$ cat src/source/display_pkg.sv
package display_pkg;

    ////////////////////////////////////////////////////////////////////////////
    // screen geometry
    ////////////////////////////////////////////////////////////////////////////

    localparam int SCREEN_W = 1024;
    localparam int SCREEN_H = 768;

    typedef logic [10:0] hcount_t;
    typedef logic [9:0]  vcount_t;

    // 4 bits each of red, green, blue
    typedef logic [11:0] color_t;

    typedef enum logic [1:0] {
        ST_PAUSED  = 2'd0,
        ST_RUNNING = 2'd1,
        ST_ERROR   = 2'd2,
        ST_BOOT    = 2'd3
    } status_t;

    // solid rectangles, none overlap in any status
    localparam int TOP_BAR_X    = 700;
    localparam int TOP_BAR_Y    = 0;
    localparam int TOP_BAR_W    = 250;
    localparam int TOP_BAR_H    = 100;
    localparam int BOTTOM_BAR_X = 0;
    localparam int BOTTOM_BAR_Y = SCREEN_H - 100;
    localparam int BOTTOM_BAR_W = SCREEN_W;
    localparam int BOTTOM_BAR_H = 100;
    localparam int ERROR_BOX_X  = 162;
    localparam int ERROR_BOX_Y  = 234;
    localparam int ERROR_BOX_W  = 700;
    localparam int ERROR_BOX_H  = 300;
    localparam int PROGRESS_Y   = 374;
    localparam int PROGRESS_H   = 20;
    localparam int PROGRESS_MAX = SCREEN_W;

    localparam color_t GREY     = 12'h666;
    localparam color_t RED      = 12'hF22;
    localparam color_t BLUE     = 12'h17A;
    localparam color_t WHITE    = 12'hFFF;
    localparam color_t LOGO_RED = 12'hF00;

    // position in, pixel out
    localparam int PIPE_DEPTH = 3;

    // half-open rectangle test
    function automatic logic in_rect(int h, int v, int x, int y, int w, int ht);
        return (h >= x) && (h < x + w) && (v >= y) && (v < y + ht);
    endfunction

endpackage

$ cat src/source/sprite_pkg.sv
package sprite_pkg;

    ////////////////////////////////////////////////////////////////////////////
    // one-bit sprite atlas
    ////////////////////////////////////////////////////////////////////////////

    localparam int ATLAS_W = 610;
    localparam int ATLAS_H = 356;

    typedef logic [17:0] atlas_adr_t;

    localparam int NUM_SPRITES = 10;

    // listed in priority order, first hit wins
    typedef enum logic [3:0] {
        SPR_LOGO        = 4'd0,
        SPR_COLLECTING  = 4'd1,
        SPR_HUNDREDS    = 4'd2,
        SPR_BPM         = 4'd3,
        SPR_TENS        = 4'd4,
        SPR_ONES        = 4'd5,
        SPR_TITLE       = 4'd6,
        SPR_ERROR_MSG   = 4'd7,
        SPR_PAUSED_MSG  = 4'd8,
        SPR_BOOTING_MSG = 4'd9
    } sprite_id_t;

    // screen placement
    localparam int SPR_X [NUM_SPRITES] = '{10, 624, 760, 785, 790, 840, 168, 540, 624, 400};
    localparam int SPR_Y [NUM_SPRITES] = '{20, 678, 20, 110, 20, 20, 70, 350, 683, 200};

    // atlas rectangles; tens and ones come from the glyph table instead
    localparam int SPR_LEFT   [NUM_SPRITES] = '{0, 251, 144, 178, 0, 0, 261, 437, 251, 251};
    localparam int SPR_RIGHT  [NUM_SPRITES] = '{143, 610, 172, 245, 0, 0, 580, 576, 437, 463};
    localparam int SPR_TOP    [NUM_SPRITES] = '{223, 61, 281, 229, 0, 0, 0, 134, 134, 205};
    localparam int SPR_BOTTOM [NUM_SPRITES] = '{355, 134, 355, 265, 0, 0, 61, 195, 205, 281};

    localparam display_pkg::color_t SPR_COLOR [NUM_SPRITES] = '{
        display_pkg::LOGO_RED,
        display_pkg::WHITE,
        display_pkg::WHITE,
        display_pkg::LOGO_RED,
        display_pkg::WHITE,
        display_pkg::WHITE,
        display_pkg::LOGO_RED,
        display_pkg::WHITE,
        display_pkg::WHITE,
        display_pkg::WHITE
    };

    ////////////////////////////////////////////////////////////////////////////
    // digit glyphs 0-9, one row of the atlas
    ////////////////////////////////////////////////////////////////////////////

    localparam int GLYPH_LEFT [10] = '{47, 99, 151, 203, 255, 307, 359, 411, 463, 515};
    localparam int GLYPH_W      = 48;
    localparam int GLYPH_TOP    = 281;
    localparam int GLYPH_BOTTOM = 355;

endpackage

$ cat src/source/bcd_digits.sv
`timescale 1ns/1ns

module bcd_digits (
    input  logic       clk_100mhz,
    input  logic       rst,
    input  logic [7:0] number,
    output logic       number_over_99,
    output logic [3:0] tens,
    output logic [3:0] ones
);

    // number modulo 100
    logic [6:0] below_100;

    always_comb begin
        if (number >= 8'd200) begin
            below_100 = 7'(number - 8'd200);
        end else if (number >= 8'd100) begin
            below_100 = 7'(number - 8'd100);
        end else begin
            below_100 = number[6:0];
        end
    end

    always_ff @(posedge clk_100mhz) begin
        if (rst) begin
            number_over_99 <= 1'b0;
            tens           <= '0;
            ones           <= '0;
        end else begin
            number_over_99 <= (number > 8'd99);
            tens           <= 4'(below_100 / 7'd10);
            ones           <= 4'(below_100 % 7'd10);
        end
    end

endmodule

$ cat src/source/shape_layers.sv
`timescale 1ns/1ns

module shape_layers (
    input  logic                 clk_100mhz,
    input  logic                 rst,
    input  display_pkg::hcount_t hcount,
    input  display_pkg::vcount_t vcount,
    input  logic                 top_bar_en,
    input  logic                 bottom_bar_en,
    input  logic                 error_box_en,
    input  logic                 progress_en,
    input  display_pkg::color_t  top_bar_color,
    input  display_pkg::color_t  bottom_bar_color,
    input  display_pkg::color_t  error_box_color,
    input  logic [10:0]          progress_width,
    output display_pkg::color_t  shape_pixel
);
    import display_pkg::*;

    color_t pix_d;
    // aligns with the sprite color at n+2
    color_t pix_q [PIPE_DEPTH-1];

    always_comb begin
        pix_d = '0;
        if (top_bar_en && in_rect(int'(hcount), int'(vcount),
                                  TOP_BAR_X, TOP_BAR_Y, TOP_BAR_W, TOP_BAR_H)) begin
            pix_d = top_bar_color;
        end else if (bottom_bar_en && in_rect(int'(hcount), int'(vcount), BOTTOM_BAR_X,
                                              BOTTOM_BAR_Y, BOTTOM_BAR_W, BOTTOM_BAR_H)) begin
            pix_d = bottom_bar_color;
        end else if (error_box_en && in_rect(int'(hcount), int'(vcount), ERROR_BOX_X,
                                             ERROR_BOX_Y, ERROR_BOX_W, ERROR_BOX_H)) begin
            pix_d = error_box_color;
        end else if (progress_en && in_rect(int'(hcount), int'(vcount), 0, PROGRESS_Y,
                                            int'(progress_width), PROGRESS_H)) begin
            pix_d = WHITE;
        end
    end

    always_ff @(posedge clk_100mhz) begin
        if (rst) begin
            for (int i = 0; i < PIPE_DEPTH - 1; i++) begin
                pix_q[i] <= '0;
            end
        end else begin
            pix_q[0] <= pix_d;
            for (int i = 1; i < PIPE_DEPTH - 1; i++) begin
                pix_q[i] <= pix_q[i-1];
            end
        end
    end

    assign shape_pixel = pix_q[PIPE_DEPTH-2];

endmodule

$ cat src/source/sprite_fetch.sv
`timescale 1ns/1ns

module sprite_fetch (
    input  logic                                clk_100mhz,
    input  logic                                rst,
    input  display_pkg::hcount_t                hcount,
    input  display_pkg::vcount_t                vcount,
    input  logic [sprite_pkg::NUM_SPRITES-1:0]  sprite_en,
    input  logic [3:0]                          tens,
    input  logic [3:0]                          ones,
    output sprite_pkg::atlas_adr_t              sprite_adr,
    output display_pkg::color_t                 sprite_color
);
    import display_pkg::*;
    import sprite_pkg::*;

    logic       hit;
    atlas_adr_t adr_d;
    color_t     color_d;
    color_t     color_q;

    ////////////////////////////////////////////////////////////////////////////
    // priority hit test
    ////////////////////////////////////////////////////////////////////////////

    always_comb begin
        int left;
        int top;
        int w;
        int h;

        hit     = 1'b0;
        adr_d   = '0;
        color_d = '0;
        for (int i = 0; i < NUM_SPRITES; i++) begin
            left = SPR_LEFT[i];
            top  = SPR_TOP[i];
            w    = SPR_RIGHT[i] - SPR_LEFT[i];
            h    = SPR_BOTTOM[i] - SPR_TOP[i];
            // digit slots look up their glyph
            if (i == int'(SPR_TENS) || i == int'(SPR_ONES)) begin
                left = (i == int'(SPR_TENS)) ? GLYPH_LEFT[tens] : GLYPH_LEFT[ones];
                top  = GLYPH_TOP;
                w    = GLYPH_W;
                h    = GLYPH_BOTTOM - GLYPH_TOP;
            end
            if (!hit && sprite_en[i] &&
                in_rect(int'(hcount), int'(vcount), SPR_X[i], SPR_Y[i], w, h)) begin
                hit     = 1'b1;
                adr_d   = atlas_adr_t'(ATLAS_W * (int'(vcount) - SPR_Y[i] + top)
                                       + int'(hcount) - SPR_X[i] + left);
                color_d = SPR_COLOR[i];
            end
        end
    end

    // address at n+1 and color at n+2 to meet the atlas bit
    always_ff @(posedge clk_100mhz) begin
        if (rst) begin
            sprite_adr   <= '0;
            color_q      <= '0;
            sprite_color <= '0;
        end else begin
            sprite_adr   <= adr_d;
            color_q      <= color_d;
            sprite_color <= color_q;
        end
    end

    a_adr_in_atlas: assert property (
        @(posedge clk_100mhz) disable iff (rst)
        sprite_adr < atlas_adr_t'(ATLAS_W * ATLAS_H)
    );

endmodule

$ cat src/source/status_controller.sv
`timescale 1ns/1ns

module status_controller #(
    parameter int PROGRESS_STEP_LOG2 = 19
) (
    input  logic                                 clk_100mhz,
    input  logic                                 rst,
    input  display_pkg::status_t                 status,
    input  logic                                 number_over_99,
    output logic [sprite_pkg::NUM_SPRITES-1:0]   sprite_en,
    output logic                                 top_bar_en,
    output logic                                 bottom_bar_en,
    output logic                                 error_box_en,
    output logic                                 progress_en,
    output display_pkg::color_t                  top_bar_color,
    output display_pkg::color_t                  bottom_bar_color,
    output display_pkg::color_t                  error_box_color,
    output logic [10:0]                          progress_width
);
    import display_pkg::*;
    import sprite_pkg::*;

    logic [PROGRESS_STEP_LOG2-1:0] progress_div;

    always_ff @(posedge clk_100mhz) begin
        if (rst) begin
            sprite_en        <= '0;
            top_bar_en       <= 1'b0;
            bottom_bar_en    <= 1'b0;
            error_box_en     <= 1'b0;
            progress_en      <= 1'b0;
            top_bar_color    <= '0;
            bottom_bar_color <= '0;
            error_box_color  <= '0;
        end else begin
            // logo and title show in every status
            sprite_en              <= '0;
            sprite_en[SPR_LOGO]    <= 1'b1;
            sprite_en[SPR_TITLE]   <= 1'b1;
            top_bar_en       <= 1'b0;
            bottom_bar_en    <= 1'b0;
            error_box_en     <= 1'b0;
            progress_en      <= 1'b0;
            top_bar_color    <= GREY;
            bottom_bar_color <= GREY;
            error_box_color  <= WHITE;

            case (status)
                ST_PAUSED: begin
                    sprite_en[SPR_PAUSED_MSG] <= 1'b1;
                    sprite_en[SPR_TENS]       <= 1'b1;
                    sprite_en[SPR_ONES]       <= 1'b1;
                    sprite_en[SPR_BPM]        <= 1'b1;
                    top_bar_en    <= 1'b1;
                    bottom_bar_en <= 1'b1;
                end
                ST_RUNNING: begin
                    sprite_en[SPR_COLLECTING] <= 1'b1;
                    sprite_en[SPR_TENS]       <= 1'b1;
                    sprite_en[SPR_ONES]       <= 1'b1;
                    sprite_en[SPR_BPM]        <= 1'b1;
                    sprite_en[SPR_HUNDREDS]   <= number_over_99;
                    top_bar_en       <= 1'b1;
                    bottom_bar_en    <= 1'b1;
                    top_bar_color    <= RED;
                    bottom_bar_color <= BLUE;
                end
                ST_ERROR: begin
                    sprite_en[SPR_ERROR_MSG] <= 1'b1;
                    top_bar_en      <= 1'b1;
                    bottom_bar_en   <= 1'b1;
                    error_box_en    <= 1'b1;
                    error_box_color <= RED;
                end
                ST_BOOT: begin
                    sprite_en[SPR_BOOTING_MSG] <= 1'b1;
                    progress_en <= 1'b1;
                end
            endcase
        end
    end

    ////////////////////////////////////////////////////////////////////////////
    // boot progress bar, one pixel per divider wrap
    ////////////////////////////////////////////////////////////////////////////

    always_ff @(posedge clk_100mhz) begin
        if (rst || status != ST_BOOT) begin
            progress_div   <= '0;
            progress_width <= '0;
        end else begin
            progress_div <= progress_div + 1'b1;
            if (&progress_div && progress_width < 11'(PROGRESS_MAX)) begin
                progress_width <= progress_width + 1'b1;
            end
        end
    end

    a_progress_bounded: assert property (
        @(posedge clk_100mhz) disable iff (rst)
        progress_width <= 11'(PROGRESS_MAX)
    );

endmodule

$ cat src/source/status_display.sv
`timescale 1ns/1ns

module status_display #(
    parameter int PROGRESS_STEP_LOG2 = 19
) (
    input  logic                   clk_100mhz,
    input  logic                   rst,
    input  display_pkg::hcount_t   hcount,
    input  display_pkg::vcount_t   vcount,
    input  display_pkg::status_t   status,
    input  logic [7:0]             number,
    input  logic                   sprite_bit,
    output sprite_pkg::atlas_adr_t sprite_adr,
    output logic [3:0]             r_out,
    output logic [3:0]             g_out,
    output logic [3:0]             b_out
);
    import display_pkg::*;
    import sprite_pkg::*;

    logic [NUM_SPRITES-1:0] sprite_en;
    logic                   top_bar_en;
    logic                   bottom_bar_en;
    logic                   error_box_en;
    logic                   progress_en;
    color_t                 top_bar_color;
    color_t                 bottom_bar_color;
    color_t                 error_box_color;
    logic [10:0]            progress_width;
    logic                   number_over_99;
    logic [3:0]             tens;
    logic [3:0]             ones;
    color_t                 sprite_color;
    color_t                 shape_pixel;

    status_controller #(
        .PROGRESS_STEP_LOG2 (PROGRESS_STEP_LOG2)
    ) i_status_controller (
        .clk_100mhz       (clk_100mhz),
        .rst              (rst),
        .status           (status),
        .number_over_99   (number_over_99),
        .sprite_en        (sprite_en),
        .top_bar_en       (top_bar_en),
        .bottom_bar_en    (bottom_bar_en),
        .error_box_en     (error_box_en),
        .progress_en      (progress_en),
        .top_bar_color    (top_bar_color),
        .bottom_bar_color (bottom_bar_color),
        .error_box_color  (error_box_color),
        .progress_width   (progress_width)
    );

    bcd_digits i_bcd_digits (
        .clk_100mhz     (clk_100mhz),
        .rst            (rst),
        .number         (number),
        .number_over_99 (number_over_99),
        .tens           (tens),
        .ones           (ones)
    );

    sprite_fetch i_sprite_fetch (
        .clk_100mhz   (clk_100mhz),
        .rst          (rst),
        .hcount       (hcount),
        .vcount       (vcount),
        .sprite_en    (sprite_en),
        .tens         (tens),
        .ones         (ones),
        .sprite_adr   (sprite_adr),
        .sprite_color (sprite_color)
    );

    shape_layers i_shape_layers (
        .clk_100mhz       (clk_100mhz),
        .rst              (rst),
        .hcount           (hcount),
        .vcount           (vcount),
        .top_bar_en       (top_bar_en),
        .bottom_bar_en    (bottom_bar_en),
        .error_box_en     (error_box_en),
        .progress_en      (progress_en),
        .top_bar_color    (top_bar_color),
        .bottom_bar_color (bottom_bar_color),
        .error_box_color  (error_box_color),
        .progress_width   (progress_width),
        .shape_pixel      (shape_pixel)
    );

    // sprite over shapes; a miss carries color 0
    always_ff @(posedge clk_100mhz) begin
        if (rst) begin
            {r_out, g_out, b_out} <= '0;
        end else if (sprite_bit && sprite_color != '0) begin
            {r_out, g_out, b_out} <= sprite_color;
        end else begin
            {r_out, g_out, b_out} <= shape_pixel;
        end
    end

endmodule

$ cat config.mk
export PLATFORM = sky130hd
export DESIGN_NAME = status_display
export DESIGN_NICKNAME = d
export VERILOG_FILES = /design/src/source/display_pkg.sv /design/src/source/sprite_pkg.sv /design/src/source/bcd_digits.sv /design/src/source/shape_layers.sv /design/src/source/sprite_fetch.sv /design/src/source/status_controller.sv /design/src/source/status_display.sv
export SDC_FILE = /design/constraint.sdc
export NUM_CORES = 1
export LEC_CHECK = 0
export ABC_AREA = 1
export BUFFER_PORTS_ARGS = -buffer_cell sky130_fd_sc_hd__buf_2
export CAP_MARGIN = 15
export CORE_MARGIN = 2
export CORE_UTILIZATION = 40
export CTS_BUF_LIST = sky130_fd_sc_hd__clkbuf_4
export CTS_CLUSTER_DIAMETER = 30
export CTS_CLUSTER_SIZE = 30
export DETAILED_ROUTE_END_ITERATION = 7
export SYNTH_ARGS = -nofsm -noshare
export SYNTH_HDL_FRONTEND = slang
export SYNTH_HIERARCHICAL = 1
export SYNTH_SLANG_ARGS = --single-unit
$ cat constraint.sdc
create_clock -name clk_100mhz -period 16.75 [get_ports clk_100mhz]
set_clock_uncertainty 0.15 [all_clocks]
set_input_delay 3.35 -clock clk_100mhz [delete_from_list [all_inputs] [get_ports clk_100mhz]]
set_output_delay 3.35 -clock clk_100mhz [all_outputs]
set_load 0.01 [all_outputs]
Word level (Yosys, flattened, before mapping)
Memory sizes are Yosys's and may differ from the RTL's. Cells that the tools add are included.

Memories kept: 3. Memory bits (read-only): 1024. Input port bits: 34. Logic and storage cells: 277. Bits in writable memories: 24. Output and inout port bits: 30. Bits in registers: 142.

Memory list: (no name shown) (depth 16, bits a word 32, rd ports 1, clocked after Yosys merged registers in 0, write ports 0, line sprite_fetch.sv:42) `left = (i == int'(SPR_TENS)) ? GLYPH_LEFT[tens] : GLYPH_LEFT[ones];`; (no name shown) (depth 16, bits a word 32, rd ports 1, clocked after Yosys merged registers in 0, write ports 0, line sprite_fetch.sv:42); i_shape_layers.pix_q (depth 2, bits a word 12, rd ports 2, clocked after Yosys merged registers in 0, write ports 2, line shape_layers.sv:22) `color_t pix_q [PIPE_DEPTH-1];`.

$lt $le $gt $ge: 53. Reductions and logical operators: 80. Equality and inequality tests: 4. Divide/modulo/power cells: 2. Bitwise logic cells: 5. Multiplexer cells: 57. Add/sub/neg operators: 45. Multipliers: 8.

Operator list (number): multiplier 10 x 32 -> 17 bit, first input constant (8); two-way mux 18 bit (14); two-way mux 12 bit (17); adder 32 x 9 -> 32 bit, second input constant (5); adder 18 x 12 -> 18 bit (8); subtractor 18 x 11 -> 18 bit, second input constant (7); < comparator 11 x 10 -> 1 bit, second input constant (10); adder 18 x 9 -> 18 bit, second input constant (5); >= comparator 11 x 10 -> 1 bit, second input constant (7); logical AND 1 bit (64); < comparator 10 bit, second input constant (4); adder 18 x 10 -> 18 bit, second input constant (2); adder 18 bit (2); adder 32 x 10 -> 32 bit, second input constant (1); adder 32 x 7 -> 32 bit, second input constant (1); >= comparator 10 bit, second input constant (3); < comparator 10 x 8 -> 1 bit, second input constant (3); < comparator 10 x 9 -> 1 bit, second input constant (3); >= comparator 11 x 8 -> 1 bit, second input constant (2); < comparator 11 bit, second input constant (2); subtractor 10 x 10 -> 11 bit, second input constant (2); subtractor 10 x 7 -> 11 bit, second input constant (2); two-way mux 7 bit (3); >= comparator 10 x 7 -> 1 bit, second input constant (2); other kinds (43) (77).

Depth between registers and ports, before layout
Depth in word-level cells: 42. Gate-level depth with buffers: 49. Mapped depth without buffers: 48.

Modules after synthesis
Netlist, hierarchy kept.

Modules (own cells, without submodules): sprite_fetch (times used 1, area each 25673.4 um2, cells each 3863, seq. area each 440.4 um2); status_controller (times used 1, area each 2125.8 um2, cells each 289, seq. area each 820.8 um2); shape_layers (times used 1, area each 1742.9 um2, cells each 284, seq. area each 480.5 um2); bcd_digits (times used 1, area each 942.2 um2, cells each 139, seq. area each 180.2 um2); status_display (times used 1, area each 588.1 um2, cells each 89, seq. area each 240.2 um2).

Worst setup path after synthesis
OpenSTA, ideal clock, no wires.

Kind: in2reg. Start: input port vcount[3]. End: register i_sprite_fetch.sprite_adr[15]. Slack: 6776 ps. Stages on the path: 42. Path buffers: 1. Data arrival time: 9709 ps. Data required time: 16485 ps. Setup time: 115 ps. Cells stage by stage: buf_2 -> inv_2 -> ha_1 -> inv_1 -> nand2_1 -> nand2_1 -> and3_1 -> a21oi_1 -> inv_1 -> nand2_1 -> inv_1 -> ha_1 -> ha_1 -> inv_1 -> fa_1 -> inv_1 -> ha_1 -> inv_1 -> [... 6 more ...] -> nor2_1 -> nand3_1 -> nand3_1 -> nand2_1 -> nor2_2 -> xor2_1 -> inv_1 -> ha_1 -> nor2_1 -> inv_1 -> o21ai_0 -> a21oi_1 -> o21ai_0 -> a21oi_1 -> a211oi_1 -> nand3_1 -> o21ai_0 -> inv_1.

Cells in the longest elaborated chain, start to end: 41. Elaborated cells on any way between the ends: 131. Classes of those cells: 41 x add/sub; 8 x mul; 15 x order compare; 19 x mux; 48 x reduce/logical.

RTL lines: from (decl) (line status_display.sv:9) `input display_pkg::vcount_t vcount,`; branches (longest 40 deep; another with adder 32 x 7 -> 32 bit); two-way mux 18 bit (*) (line sprite_fetch.sv:47) `if (!hit && sprite_en[i] &&`; to (signal assigned) (line sprite_fetch.sv:64) `sprite_adr <= adr_d;`; to (decl) (line sprite_fetch.sv:11) `output sprite_pkg::atlas_adr_t sprite_adr,`.

Mark *: on every way between the ends. A chain may end at the register's enable or synchronous reset.

Worst setup path after layout
Ends and elaborated chain as after synthesis.

==> key figures <==
Run status
  • Outcome: complete, no violations

STA
  • Tmin final: 12.23 ns
  • Fin crit share: 73.0%
  • Setup violators final: 0
  • Unrepaired setup endpoints after global routing: no
  • Fmax: 81.8 MHz
  • Max-slew violation count: 0
  • Worst-Margin Slew: 1.19 ns
  • Relative slew slack: 20.1%
  • Final-report hold violation count: 0
  • Sum Neg Setup Slack: 0 ns

Route
  • ANT nets after route: 0
  • # DRC: 0
  • Number of DRC markers in iteration 0: 1,988
  • Number of detailed-route iterations in the first pass: 6
  • Vias per cell: 5.05
  • Drt total wl: 95,900 um
  • Wirelength per Cell: 16.8 um
  • Via Count: 28,800

Logic synthesis
  • Synth unique cells: 70
  • Largest family of logic cells by synthesized area: adder cells
  • Synth Warn #: 6
  • #FFs+latches synth: 108
  • Avg Inst Size Synth: 6.66 um^2
  • Post-synth EDFFs: 0
  • Post-synthesis xor/xnor area fraction: 7.05%
  • Post-Synth Simple-Gate Area: 24.5%
  • Mux cell area share after synthesis: 0%
  • Cells after Synth: 4,664
  • Post-synthesis sequential area ratio: 6.96%
  • Synthesized cell area: 0.0311 mm^2
  • Post-synthesis adder-cell area fraction: 34.1%
  • Post-synth ARST share: 0%
  • Ys flop type: dfxtp_1
  • Post-synthesis compound-gate area fraction: 11.6%

Global routing
  • Initial antenna violation count: 6
  • Via count of the first global-routing pass: 27,200
  • First-pass GRT wire length: 150,000 um
  • Largest net degree at the start of global routing: 48
  • Tot GR Track Use: 24.1%
  • Total grt overflow: 0

Layout
  • Final Cell Area: 0.0322 mm^2
  • Area of the multi-input gates: 0.0240 mm^2
  • Syn-to-layout area delta: 3.64%
  • Layout net count: 5,448
  • Commonest non-fill, non-tap cell in the layout: inv_1
  • Filler cells: 8,301
  • FF/Latch Area: 0.00216 mm^2
  • Share of post-route cells with drive strength above 1: 5.86%
  • Most frequent cells in the layout: inv_1 (1,071), nand2_1 (845), ha_1 (627)

Placed design
  • PortBufs: 63
  • Estimated wirelength of the detail-placed design: 81,000 um
  • Routability cong.: 1.03
  • Placed Area: 0.0320 mm^2

Floorplanning
  • Die Ht: 283 um
  • IO Pins: 64
  • Die width: 283 um
  • Die ar.: 0.0799 mm^2
  • Std cell rows: 102
  • Initial Utilization: 40.2%
  • Core footprint: 0.0772 mm^2

Clock tree
  • Hold buffer count at CTS: 0
  • CTS Buffer Depth: 2
  • Root Driver: clkbuf_4
  • TritonCTS clock tree: yes
  • Worst skew pair latency: 0.50 ns
  • Post-CTS sizing: 0
  • TritonCTS Buffers: 9
  • Postcts setup bufs: 0
  • Clock Sinks: 108
  • Clock-pin slew on the worst setup and hold paths: 0.18 ns
  • H-Tree Depth: 3

Critical path
  • Worst setup EP type: flip-flop
  • WP data required: 17.03 ns
  • Worst r2r src: i_bcd_digits/ones[0]
  • Crit path to: i_sprite_fetch/sprite_adr[15]
  • Worst R2R Path Depth: 23
  • Family with the most delay on the worst path: adder cells
  • Crit path top cell by count: inv_1
  • Setup Crit Path Kind: in -> reg
  • Slowest stage delay, CP: 0.75 ns
  • CP max stage cell: a211oi_1
  • Critical path depth: 36
  • Arrival time worst endpoint: 12.51 ns
  • Crit path max fanout: 20
  • Reg2reg end: i_sprite_fetch/sprite_adr[15]
  • FF-to-FF setup slack: 12.05 ns
  • Startpoint Class: primary input
  • Crit path from: vcount[3]
  • CP bufs+invs: 9

Run
  • Maximum Capacitance Violations: 0

Worst hold path
  • Hold Path Class: reg -> reg
-- registers in the layout, indices dropped and copies added (netlist names), 4 cells and up --
register	flops
i_shape_layers/pix_q	24
i_status_controller/progress_div	19
i_sprite_fetch/sprite_adr	18
i_status_controller/progress_width	11
i_status_controller/sprite_en	7
b_out	4
g_out	4
i_bcd_digits/ones	4
i_bcd_digits/tens	4
r_out	4
-- how the worst min path moves through the flow --
stage,endpoint,cells past startpoint,start
2_1_floorplan,i_shape_layers/pix_q[0][12],2,i_shape_layers/pix_q[0][0]
3_3_place_gp,i_shape_layers/pix_q[0][15],2,i_shape_layers/pix_q[0][3]
3_5_place_dp,i_shape_layers/pix_q[0][20],2,i_shape_layers/pix_q[0][8]
4_1_cts,i_shape_layers/pix_q[0][20],2,i_shape_layers/pix_q[0][8]
5_1_grt,i_shape_layers/pix_q[0][17],2,i_shape_layers/pix_q[0][5]
6_report,i_shape_layers/pix_q[0][20],2,i_shape_layers/pix_q[0][8]
-- per-stage QoR --
stage          setup WS, ns  std cells  hold WS (ns)  utilization, %
6_report               4.52       5699         0.263            41.7
4_1_cts                4.64       5694         0.264            41.7
2_1_floorplan          6.78       4670         0.238               -
5_1_grt                4.23       5699         0.281            41.7
3_3_place_gp           4.05       5678         0.240            41.5
3_5_place_dp           4.07       5678         0.243            41.5
-- area by class of cell --
type	instances	area share (%)
clock inverters	6	0.187
repair buffers	74	1.24
well taps	1040	4.04
clock buffers	10	0.233
flip-flops and latches	108	6.71
diodes	4	0.0311
inverters	1111	13.0
multi-input cells	3346	74.6
-- synth_stat cells, drive strengths merged, types with 11 or more instances --
cell type,number,area (um^2)
a21o,14,105
a21oi,316,1600
a31oi,12,75.1
buf,94,696
clkbuf,11,41.3
dfxtp,108,2160
fa,137,2740
ha,627,7850
inv,1108,4160
nand2,893,3510
nand3,273,1470
nand3b,16,124
nand4,64,413
nor2,339,1420
nor3,69,410
o211ai,21,158
o21a,14,105
o21ai,181,913
o21bai,23,173
or2,21,131
xnor2,74,648
xor2,171,1540
-- cell families after synthesis --
kind of cell / count (synthesis)
compound gates: 635
fa+ha+maj: 764
other cells: 1
xor+xnor: 245
simple gates: 1695
flops: 108
buf+inv: 1216
-- metal layers --
metal,vias up,GRT usage (%),routed length [um]
met5,-,0,20
met4,2,7.76,3680
met3,175,2.56,5200
met2,733,40.1,43200
met1,13200,32.4,43800
li1,14700,-,-
-- tightest hold or removal path: cells and delay by family, from the launching register on --
kind / cells / cell delay, ns
buf+inv: 1 / 0.04
flops: 1 / 0.33
simple gates: 1 / 0.03
Power is left out: the tool's default activity adds up to more than one toggle a clock period on the data nets, which glitch-free logic cannot reach.
